==> config.mk <==
export PLATFORM = sky130hd
export DESIGN_NAME = cnn_ctrl
export DESIGN_NICKNAME = d
export VERILOG_FILES = /design/src/hw/cnn_data_pkg.sv /design/src/hw/cnn_ctrl_pkg.sv /design/src/hw/cnn_ctrl.sv
export VERILOG_INCLUDE_DIRS = /design/src /design/src/hw
export SDC_FILE = /design/constraint.sdc
export NUM_CORES = 1
export LEC_CHECK = 0
export CAP_MARGIN = 30
export CORE_MARGIN = 5
export CORE_UTILIZATION = 35
export DETAILED_ROUTE_END_ITERATION = 6
export DONT_BUFFER_PORTS = 1
export GPL_TIMING_DRIVEN = 0
export HOLD_SLACK_MARGIN = 0.15
export PLACE_DENSITY = 0.53
export SETUP_SLACK_MARGIN = 0.15
export SYNTH_ARGS = -nofsm -noshare
export SYNTH_HDL_FRONTEND = slang
export SYNTH_SLANG_ARGS = --single-unit
==> constraint.sdc <==
create_clock -name clk -period 1.7 [get_ports clk]
set_clock_uncertainty 0.05 [all_clocks]
set_input_delay 0.34 -clock clk [delete_from_list [all_inputs] [get_ports clk]]
set_output_delay 0.34 -clock clk [all_outputs]
set_load 0.01 [all_outputs]
==> src/hw/cnn_cfg.svh <==
`ifndef CNN_CFG_SVH
`define CNN_CFG_SVH

// conv geometry
`define CNN_KSIZE 5
`define CNN_KAREA (`CNN_KSIZE * `CNN_KSIZE)
`define CNN_NCH 8                 // output channels, one PE each

// input tile held in the activation cache
`define CNN_TILE_W 8
`define CNN_TILE_H 6
`define CNN_NWIN 8                // 5x5 windows per tile

// BRAM word counts per job
`define CNN_W_WORDS 50            // 200 weights, 4 per word
`define CNN_IF_WORDS 12           // 48 pixels, 4 per word
`define CNN_OUT_WORDS 4           // 16 pooled bytes

`define CNN_BRAM_AW 32

// requantize by a plain right shift after relu
`define CNN_QSHIFT 7

// multiply stage plus sum stage
`define CNN_PE_LAT 2

`endif

==> src/hw/cnn_data_pkg.sv <==
`include "cnn_cfg.svh"
`default_nettype none

package cnn_data_pkg;

  // activations and pooled outputs are unsigned
  typedef logic [7:0] pixel_t;

  typedef logic signed [7:0] weight_t;

  typedef logic signed [31:0] acc_t;

  typedef logic [31:0] word_t;

  typedef logic [`CNN_BRAM_AW-1:0] addr_t;

  // element r*5+c is window pixel (r,c)
  typedef pixel_t [`CNN_KAREA-1:0] window_t;

  // same element order as window_t
  typedef weight_t [`CNN_KAREA-1:0] kernel_t;

endpackage

`default_nettype wire

==> src/hw/cnn_ctrl_pkg.sv <==
`include "cnn_cfg.svh"
`default_nettype none

package cnn_ctrl_pkg;

  typedef enum logic [2:0] {
    IDLE,
    LOAD,     // weights and activations into the caches
    COMPUTE,  // one window per cycle
    DRAIN,    // window reg plus PE pipeline
    WRITE,    // pooled words to temp BRAM
    DONE
  } phase_t;

  // window index, bit 2 is the row offset, bits 1:0 the column
  typedef logic [$clog2(`CNN_NWIN)-1:0] tile_t;

  // temp word index
  typedef logic [$clog2(`CNN_OUT_WORDS)-1:0] slot_t;

endpackage

`default_nettype wire

==> src/hw/cnn_ctrl.sv <==
`include "cnn_cfg.svh"
`default_nettype none

module cnn_ctrl
  import cnn_data_pkg::*, cnn_ctrl_pkg::*;
(
  input  logic       clk,
  input  logic       rst,
  input  logic       i_start,
  output logic       o_done,
  output addr_t      o_if_addr,
  output logic       o_if_en,
  output addr_t      o_w_addr,
  output logic       o_w_en,
  output logic       o_if_wr,
  output logic [3:0] o_if_wr_idx,
  output logic       o_w_wr,
  output logic [5:0] o_w_wr_idx,
  output logic       o_tile_load,
  output tile_t      o_tile,
  output slot_t      o_wr_slot,
  output addr_t      o_temp_addr,
  output logic       o_temp_en,
  output logic [3:0] o_temp_we
);

  phase_t     phase;
  logic [5:0] cnt;    // cycles spent in the current phase
  logic       last;   // final cycle of the phase

  always_comb begin
    case (phase)
      LOAD:    last = (cnt == 6'(`CNN_W_WORDS));  // one extra cycle for read latency
      COMPUTE: last = (cnt == 6'(`CNN_NWIN - 1));
      DRAIN:   last = (cnt == 6'(`CNN_PE_LAT));
      WRITE:   last = (cnt == 6'(`CNN_OUT_WORDS - 1));
      default: last = 1'b1;  // idle and done keep cnt at zero
    endcase
  end

  always_ff @(posedge clk or posedge rst) begin
    if (rst) begin
      phase <= IDLE;
      cnt   <= '0;
    end else begin
      cnt <= last ? 6'd0 : cnt + 6'd1;
      case (phase)
        IDLE:    if (i_start) phase <= LOAD;
        LOAD:    if (last) phase <= COMPUTE;
        COMPUTE: if (last) phase <= DRAIN;
        DRAIN:   if (last) phase <= WRITE;
        WRITE:   if (last) phase <= DONE;
        DONE:    phase <= IDLE;
        default: phase <= IDLE;
      endcase
    end
  end

  // BRAM reads, both streams start together
  assign o_w_en    = (phase == LOAD) && (cnt < 6'(`CNN_W_WORDS));
  assign o_if_en   = (phase == LOAD) && (cnt < 6'(`CNN_IF_WORDS));
  assign o_w_addr  = (phase == LOAD) ? addr_t'(cnt) : '0;
  assign o_if_addr = (phase == LOAD) ? addr_t'(cnt) : '0;

  // data shows up one cycle after the enable
  always_ff @(posedge clk or posedge rst) begin
    if (rst) begin
      o_w_wr      <= 1'b0;
      o_w_wr_idx  <= '0;
      o_if_wr     <= 1'b0;
      o_if_wr_idx <= '0;
    end else begin
      o_w_wr      <= o_w_en;
      o_w_wr_idx  <= cnt;
      o_if_wr     <= o_if_en;
      o_if_wr_idx <= cnt[3:0];
    end
  end

  // window order 0,1,4,5 then 2,3,6,7 keeps each pool group together
  assign o_tile_load = (phase == COMPUTE);
  assign o_tile      = tile_t'({cnt[1], cnt[2], cnt[0]});

  assign o_wr_slot   = (phase == WRITE) ? slot_t'(cnt[1:0]) : '0;
  assign o_temp_en   = (phase == WRITE);
  assign o_temp_we   = (phase == WRITE) ? 4'hf : 4'h0;
  assign o_temp_addr = (phase == WRITE) ? addr_t'(cnt) : '0;

  assign o_done = (phase == DONE);

  a_we_needs_en: assert property (@(posedge clk) disable iff (rst)
    (o_temp_we != 4'h0) |-> o_temp_en);

  a_done_pulse: assert property (@(posedge clk) disable iff (rst)
    o_done |=> !o_done);

endmodule

`default_nettype wire

==> results.json, run 1 <==
{
  "outcome": "complete, but fails checks",
  "violations": "setup timing",
  "hold_viol_final": 0,
  "cp.arrival_ns": 1.52,
  "drive_gt1_frac": 0.623,
  "maxSlewHeadroom": 0.560,
  "met2_usage": 0.205,
  "drc": 0,
  "grt_first_pass_wirelength_um": 5980,
  "dp_hpwl_um": 2650,
  "worstPathCellList": "buf_4 > buf_4 > nor3_4 > and2_4 > buf_6",
  "cp_num_buf_inv": 3,
  "num_rows": 24,
  "die_y_um": 77.3,
  "tightestPinTransition_ns": 0.659,
  "reg2reg_from": "phase[2]",
  "drt_iter0_markers": 45,
  "cp_slowest_stage_delay_ns": 0.42,
  "ant_nets": 0,
  "peakVddDrop_mv": 0.311,
  "dieArea_sq_mm": 0.00597,
  "fin_area_sq_mm": 0.00259,
  "grt_pass1_vias": 1240,
  "grt_max_degree": 18,
  "yosysSeqAreaShare": 0.269,
  "crit_path_frequent_cell": "buf_4",
  "dpl_cell_area_sq_mm": 0.00199,
  "syn_avg_cell_area_sq_um": 8.90,
  "cp_top_family": "simple AND/OR/NAND/NOR gates",
  "yosys_register_bits": 17,
  "grt_antenna_before_repair": 0,
  "drt-total-wl_um": 3960,
  "startpoint_type": "flip-flop",
  "reg2reg_to": "cnt[5]",
  "p_leak_nw": 1.42,
  "cts.sinks": 17,
  "ys.flop_type": "dfrtp_1",
  "boundaryPins": 125,
  "synth_edf_count": 0,
  "clkLatencyLatePin_ns": 0.26,
  "worst_slack_ns": -0.208,
  "critPathMaxFanout": 5,
  "register_area_sq_um": 433,
  "finish.net_count": 303,
  "cp.depth": 5,
  "start_util": 0.361,
  "top_usage_layer": "met2",
  "min-delay-start": "i_start",
  "hold_path_class": "in2reg",
  "crit_end": "o_w_addr[5]",
  "root_buffer": "clkbuf_8",
  "setup_viol": 25,
  "htree_levels": 1,
  "rsz0062_at_grt": "yes",
  "final_cell_mix": "buf_4 (111), conb_1 (78), buf_6 (23), dfrtp_1 (11)",
  "wl_per_cell_um": 11.3,
  "clock_path_buffers": 2,
  "powerDensity_mw_per_mm2": 367,
  "cp-end-kind": "output port",
  "fillers": 374,
  "required_ns": 1.31,
  "crit_type": "reg2out",
  "use_met1": 0.140,
  "vias_per_cell": 3.61,
  "grt_use_total": 0.121,
  "crit_start": "phase[2]",
  "core_sq_mm": 0.00438,
  "firstDrtPassIters": 4,
  "gp_congestion": 0.758,
  "slowest_stage": "dfrtp_1",
  "fp.dieW_um": 77.3,
  "r2r_slack_ns": 0.04,
  "slew_violations": 0,
  "syn_to_final_growth_pct": 63.6,
  "min_period_over_period": 1.12,
  "grt_overflow": 0,
  "r2r_cells": 10,
  "cts_tree": "done",
  "synthArstFlopShare": 1.00,
  "synth_cells": 178,
  "layout_commonest_cell": "buf_4",
  "ys_types": 35,
  "yosys_warnings": 0,
  "grt_util_met3": 0.0457,
  "syn-cell-area_sq_mm": 0.00158,
  "antenna_cells": 0,
  "routed-via-count": 1260,
  "numCtsBuffers": 3,
  "clk_pin_slew_worst_paths_ns": 0.07,
  "multi_input_area_sq_um": 881,
  "min_period_ns": 1.91,
  "maxCapViolations": 0,
  "p_total_mw": 0.950,
  "portBuffers": 0,
  "fmax_mhz": 524
}
[what timing repair did]
action                                  4_1_cts  5_1_grt
endpoints found under the setup margin       38       38
pin swaps                                    13       11
buffers inserted                             21       15
resized for setup                            52       12
gates cloned                                  1        0
hold endpoints to repair                     17        0
hold buffers                                  1        0
[per-layer routing]
metal	part of all wire	wire, um	vias to the layer above
met5	0	0	-
met4	0.016	63	0
met3	0.12	461	6
met2	0.49	1940	88
met1	0.38	1490	528
li1	-	-	638
[sequential cells by signal, indices dropped and copies added (netlist names)]
name,cells
cnt,6
o_w_wr_idx,6
phase,3
o_if_wr,1
o_w_wr,1
[metrics by stage]
step                setup slack, ns  instances  setup TNS [ns]  hold WS, ns   util
floorplan                    0.0541        255               0        0.216      -
global placement             -0.243        307           -2.46        0.310  0.453
detailed placement           -0.226        307           -2.24        0.310  0.453
CTS                          -0.229        334           -3.26        0.225  0.551
global route                 -0.269        349           -4.65        0.246  0.591
finish                       -0.208        349           -3.09        0.226  0.591
[synth_stat cells (3+ instances only)]
library cell / n / area (sq um)
and2_1: 8 / 50.1
nor3_1: 6 / 30.0
dfrtp_1: 17 / 425
nor2_1: 6 / 22.5
buf_4: 97 / 728
xor2_1: 3 / 26.3
nand3_1: 5 / 25.0
inv_1: 4 / 15.0
[report_power, final]
part | switching [mW] | internal, mW
combinational | 0.112 | 0.117
clock | 0.151 | 0.165
sequential | 0 | 0.404
[worst min path at each step]
stage               endpoint  cells past startpoint  slack [ns]
2_1_floorplan         cnt[1]                      1        0.22
3_3_place_gp   o_w_wr_idx[3]                      0        0.31
6_report            phase[0]                      2        0.23
4_1_cts             phase[0]                      2        0.22
3_5_place_dp   o_w_wr_idx[5]                      1        0.31
5_1_grt             phase[0]                      2        0.25
[cell families (layout without fill, tap and decap cells)]
group,after synthesis,after routing,share of synthesized area
AO/OA/AOI/OAI,5,5,0.0371
XOR/XNOR,4,4,0.0221
adder cells (fa/ha/maj),2,2,0.0158
buffers and inverters,105,146,0.480
flip-flops,17,17,0.269
other,1,78,0.00237
AND/OR/NAND/NOR,44,45,0.174
[worst reg2reg max path, delay by kind of cell, from the launching register on]
kind / cells / cell delay, ns
flops: 1 / 0.42
compound gates: 1 / 0.18
simple gates: 2 / 0.08
buf+inv: 7 / 0.82
[final cells by class]
class                      count  share of cell area
clock buffer                   3              0.0159
sequential                    17               0.167
timing repair buffer          37               0.126
clock inverter                 1             0.00290
inverter                       5              0.0106
buffer                       100               0.312
multi-input combinational    134               0.340
tap                           52              0.0251
Note: power is estimated with default switching activity, not from simulation.
==> run 2, diff against run 1 <==
--- a/config.mk
+++ b/config.mk
@@ -7,14 +7,15 @@
 export NUM_CORES = 1
 export LEC_CHECK = 0
 export CAP_MARGIN = 30
+export CELL_PAD_IN_SITES_DETAIL_PLACEMENT = 0
+export CELL_PAD_IN_SITES_GLOBAL_PLACEMENT = 2
 export CORE_MARGIN = 5
-export CORE_UTILIZATION = 35
+export CORE_UTILIZATION = 29
 export DETAILED_ROUTE_END_ITERATION = 6
 export DONT_BUFFER_PORTS = 1
 export GPL_TIMING_DRIVEN = 0
 export HOLD_SLACK_MARGIN = 0.15
-export PLACE_DENSITY = 0.53
-export SETUP_SLACK_MARGIN = 0.15
+export PLACE_DENSITY = 0.77
 export SYNTH_ARGS = -nofsm -noshare
 export SYNTH_HDL_FRONTEND = slang
 export SYNTH_SLANG_ARGS = --single-unit
==> run 2 against run 1 <==
- the run still ends with setup timing left
- global-route usage decreased by 2.2 points
- utilization fell by 15 points
- combinational power about the same
- largest power group unchanged
- total power down 0.47%
- sequential cell count unchanged
- count of clock-buffer cells in the layout stayed put
- worst setup slack improved by 0.044 ns
- fmax is 2.4% higher
- critical path type unchanged
- die area increased by 18%
- first-iteration DRC count fell by 16%
- worst hold slack better by 0.011 ns
- routed wire length fell by 8.0%
==> results.json, run 2 (synthesized netlist as in run 1, its figures left out) <==
{
  "grt_antenna_before_repair": 0,
  "p_leak_nw": 1.34,
  "fp.dieW_um": 83.9,
  "hold_path_class": "in2reg",
  "clk_pin_slew_worst_paths_ns": 0.07,
  "min_period_ns": 1.86,
  "final_cell_mix": "buf_4 (108), conb_1 (78), buf_6 (11), dfrtp_1 (10), dfrtp_2 (7)",
  "grt_overflow": 0,
  "drive_gt1_frac": 0.582,
  "setup_viol": 23,
  "worst_slack_ns": -0.164,
  "min_period_over_period": 1.10,
  "ant_nets": 0,
  "tightestPinTransition_ns": 0.672,
  "fillers": 558,
  "grt_pass1_vias": 1216,
  "cts.sinks": 17,
  "slew_violations": 0,
  "reg2reg_from": "cnt[0]",
  "syn_to_final_growth_pct": 50.4,
  "wl_per_cell_um": 10.3,
  "cp_num_buf_inv": 2,
  "grt_max_degree": 18,
  "min-delay-start": "i_start",
  "vias_per_cell": 3.45,
  "maxCapViolations": 0,
  "firstDrtPassIters": 2,
  "powerDensity_mw_per_mm2": 397,
  "drc": 0,
  "outcome": "complete, but fails checks",
  "num_rows": 27,
  "cp-end-kind": "output port",
  "clkLatencyLatePin_ns": 0.25,
  "worstPathCellList": "nor3_4 > inv_2 > nor2_4 > buf_6",
  "maxSlewHeadroom": 0.552,
  "cp_slowest_stage_delay_ns": 0.45,
  "hold_viol_final": 0,
  "htree_levels": 1,
  "die_y_um": 83.9,
  "root_buffer": "clkbuf_8",
  "start_util": 0.293,
  "dp.cells": 327,
  "antenna_cells": 0,
  "dp_hpwl_um": 2680,
  "grt_use_total": 0.0985,
  "finish.net_count": 286,
  "clock_path_buffers": 2,
  "layout_commonest_cell": "buf_4",
  "cp_top_family": "simple AND/OR/NAND/NOR gates",
  "gp_congestion": 0.721,
  "critPathMaxFanout": 7,
  "layout.cells.non_filler": 352,
  "violations": "setup timing",
  "startpoint_type": "flip-flop",
  "core_sq_mm": 0.00541,
  "cp.arrival_ns": 1.47,
  "portBuffers": 0,
  "top_regs": "cnt x6, o_w_wr_idx x6, phase x3",
  "required_ns": 1.31,
  "rsz0062_at_grt": "yes",
  "drt_iter0_markers": 38,
  "cts_tree": "done",
  "boundaryPins": 125,
  "fmax_mhz": 537,
  "dieArea_sq_mm": 0.00704,
  "drt-total-wl_um": 3640,
  "slowest_stage": "dfrtp_2",
  "grt_first_pass_wirelength_um": 5760,
  "hold_ws_ns": 0.237,
  "routed-via-count": 1214,
  "crit_start": "phase[1]",
  "peakVddDrop_mv": 0.267,
  "crit_type": "reg2out",
  "finish.utilization": 0.441,
  "timing.setup.tns_ns": -1.57,
  "numCtsBuffers": 3
}
[run 2: what timing repair did]
item | CTS | global route
pin swaps | 10 | 13
buffers inserted | 16 | 4
gates cloned | 1 | 0
endpoints found under the setup margin | 35 | 33
endpoints found under the hold margin | 17 | 0
resized for setup | 39 | 15
hold buffers | 1 | 0
[run 2: final timing paths]
path / endpoint / slack [ns] / cells after the start
min reg2reg: phase[1] / 0.48 / 1
max: o_wr_slot[0] / -0.16 / 4
min: phase[0] / 0.24 / 2
max in group asynchronous: cnt[0] / 0.56 / 2
max reg2reg: cnt[3] / -0.01 / 7
min in group asynchronous: o_if_wr / 0.57 / 2
[run 2: power by group]
group | total, mW | internal, mW | leakage, nW | switching [mW]
combinational | 0.228 | 0.117 | 1.12 | 0.111
sequential | 0.404 | 0.404 | 0.197 | 0
clock | 0.313 | 0.165 | 0.0217 | 0.148
[run 2: final cells by class]
| cell class | instances | area [sq um] | share of cell area |
|---|---|---|---|
| multi-input cells | 134 | 841 | 0.353 |
| plain buffers | 99 | 777 | 0.326 |
| flip-flops and latches | 17 | 434 | 0.182 |
| repair buffers | 21 | 168 | 0.0704 |
| well taps | 72 | 90.1 | 0.0378 |
| clock buffers | 3 | 41.3 | 0.0173 |
| inverters | 5 | 23.8 | 0.00998 |
| clock inverters | 1 | 7.51 | 0.00315 |
[run 2: layer usage]
metal,wire [um],up-vias,track usage
li1,-,601,-
met1,1370,530,0.107
met2,1750,77,0.159
met3,469,6,0.0602
met4,51,0,0.0307
met5,0,-,0
[run 2: per-stage QoR]
step	power, mW	setup slack [ns]	cell area, sq um
6_report	0.945	-0.164	2380
2_1_floorplan	0.626	-0.0679	1880
3_5_place_dp	0.628	-0.314	1970
5_1_grt	1.00	-0.242	2380
3_3_place_gp	0.628	-0.321	1970
4_1_cts	0.943	-0.240	2290
==> run 3, diff against run 2 <==
--- a/config.mk
+++ b/config.mk
@@ -7,7 +7,7 @@
 export NUM_CORES = 1
 export LEC_CHECK = 0
 export CAP_MARGIN = 30
-export CELL_PAD_IN_SITES_DETAIL_PLACEMENT = 0
+export CELL_PAD_IN_SITES_DETAIL_PLACEMENT = 1
 export CELL_PAD_IN_SITES_GLOBAL_PLACEMENT = 2
 export CORE_MARGIN = 5
 export CORE_UTILIZATION = 29
@@ -16,6 +16,7 @@
 export GPL_TIMING_DRIVEN = 0
 export HOLD_SLACK_MARGIN = 0.15
 export PLACE_DENSITY = 0.77
+export RECOVER_POWER = 100
 export SYNTH_ARGS = -nofsm -noshare
 export SYNTH_HDL_FRONTEND = slang
 export SYNTH_SLANG_ARGS = --single-unit
==> run 3 against run 2 <==
- the run still ends with setup timing left
- first-iteration DRC count rose by 39%
- sequential share of layout area fell by 0.25 points
- critical path type unchanged
- largest power group unchanged
- fmax fell by 2.1%
- cell count rose by 0.28%
- register-to-register slack got worse by 0.06 ns
- global-route usage rose by 1.8 points
- routed wire length rose by 15%
- largest cell class unchanged
==> results.json, run 3 (synthesized netlist as in run 1, its figures left out) <==
{
  "hold_viol_final": 0,
  "dieArea_sq_mm": 0.00704,
  "tightestPinTransition_ns": 0.660,
  "reg2reg_from": "cnt[4]",
  "maxSlewHeadroom": 0.560,
  "numCtsBuffers": 3,
  "highest_layer": "met4",
  "final_cell_mix": "buf_4 (92), conb_1 (78), buf_6 (18), dfrtp_1 (12)",
  "clkLatencyLatePin_ns": 0.26,
  "cp_slowest_stage_delay_ns": 0.41,
  "gp_congestion": 0.721,
  "met2_length_um": 2110,
  "fmax_mhz": 525,
  "routed-via-count": 1273,
  "drt_iter0_markers": 53,
  "finish.utilization": 0.444,
  "hold_ws_ns": 0.238,
  "wl_per_cell_um": 11.9,
  "antenna_cells": 0,
  "cts.sinks": 17,
  "fillers": 662,
  "wl_met1_um": 1560,
  "slowest_stage": "dfrtp_2",
  "drt-total-wl_um": 4190,
  "cp.arrival_ns": 1.51,
  "grt_first_pass_wirelength_um": 6710,
  "peakVddDrop_mv": 0.206,
  "setup_viol": 32,
  "clock_path_buffers": 2,
  "critPathMaxFanout": 7,
  "min_period_ns": 1.90,
  "worst_slack_ns": -0.205,
  "grt_overflow": 0,
  "worstPathCellList": "inv_4 > nor3_4 > inv_2 > nor2_4 > buf_6",
  "grt_use_total": 0.116,
  "violations": "setup timing",
  "grt_antenna_before_repair": 0,
  "vias_per_cell": 3.61,
  "cp_top_family": "simple AND/OR/NAND/NOR gates",
  "drive_gt1_frac": 0.559,
  "root_buffer": "clkbuf_8",
  "layout_commonest_cell": "buf_4",
  "outcome": "complete, but fails checks",
  "wl_met3_um": 474,
  "hold_path_class": "in2reg",
  "finish.net_count": 287,
  "ant_nets": 0,
  "dp_hpwl_um": 3030,
  "grt_pass1_vias": 1308,
  "firstDrtPassIters": 3,
  "startpoint_type": "flip-flop",
  "powerDensity_mw_per_mm2": 395,
  "cp-end-kind": "output port",
  "portBuffers": 0,
  "cp_num_buf_inv": 3,
  "boundaryPins": 125,
  "min_period_over_period": 1.12,
  "crit_type": "reg2out",
  "drc": 0,
  "min-delay-start": "i_start",
  "top_regs": "cnt x6, o_w_wr_idx x6, phase x3",
  "p_leak_nw": 1.33,
  "start_util": 0.293,
  "syn_to_final_growth_pct": 51.6,
  "rsz0062_at_grt": "yes",
  "core_sq_mm": 0.00541,
  "slew_violations": 0,
  "htree_levels": 1,
  "cts_tree": "done",
  "clk_pin_slew_worst_paths_ns": 0.07,
  "die_y_um": 83.9,
  "num_rows": 27,
  "maxCapViolations": 0,
  "grt_max_degree": 18,
  "required_ns": 1.31,
  "crit_start": "phase[2]",
  "fp.dieW_um": 83.9
}
-- run 3: changes by cell type in the layout (fill, tap and decap cells not counted), sizes merged --
| cell | previous run | this run |
|---|---|---|
| buf | 119 | 111 |
| clkbuf | 3 | 12 |
-- run 3: layout make-up --
class                           instances  area, sq um  share of cell area
Timing Repair Buffer                   22          184              0.0766
Buffer                                 99          774               0.323
Inverter                                5         23.8             0.00990
Clock buffer                            3         41.3              0.0172
Multi-Input combinational cell        134          848               0.353
Tap cell                               72         90.1              0.0375
Clock inverter                          1         7.51             0.00313
Sequential cell                        17          432               0.180
-- run 3: layer usage --
metal / global-route usage / up-vias
li1: - / 606
met1: 0.131 / 583
met2: 0.193 / 77
met3: 0.0533 / 7
met4: 0.0395 / 0
met5: 0 / -
-- run 3: final timing paths --
path / slack, ns / end / cells past startpoint
max: -0.20 / o_wr_slot[0] / 5
min: 0.24 / phase[0] / 2
max reg2reg: -0.07 / cnt[0] / 5
min reg2reg: 0.54 / phase[1] / 2
max in group asynchronous: 0.57 / cnt[3] / 2
min in group asynchronous: 0.57 / cnt[2] / 2
-- run 3: repair_timing --
| item | CTS | global route |
|---|---|---|
| hold buffers | 1 | 0 |
| pin swaps | 11 | 9 |
| gates cloned | 1 | 0 |
| endpoints found under the hold margin | 17 | 0 |
| buffers inserted | 14 | 7 |
| gates resized for setup | 49 | 17 |
| endpoints found under the setup margin | 36 | 32 |
-- run 3: through the flow --
| step | worst slack, ns | power, mW | setup TNS (ns) | instances | area (sq um) |
|---|---|---|---|---|---|
| 3_5_place_dp | -0.337 | 0.629 | -3.04 | 327 | 1970 |
| 2_1_floorplan | -0.0679 | 0.626 | -0.0679 | 255 | 1880 |
| 5_1_grt | -0.299 | 1.02 | -5.56 | 353 | 2400 |
| 4_1_cts | -0.237 | 0.949 | -2.03 | 346 | 2300 |
| 6_report | -0.205 | 0.949 | -2.58 | 353 | 2400 |
| 3_3_place_gp | -0.321 | 0.628 | -2.79 | 327 | 1970 |
-- run 3: power breakdown --
group | switching, mW | internal, mW | leakage (nW) | total (mW)
sequential | 0 | 0.404 | 0.197 | 0.404
combinational | 0.114 | 0.117 | 1.11 | 0.232
clock | 0.148 | 0.165 | 0.0217 | 0.313
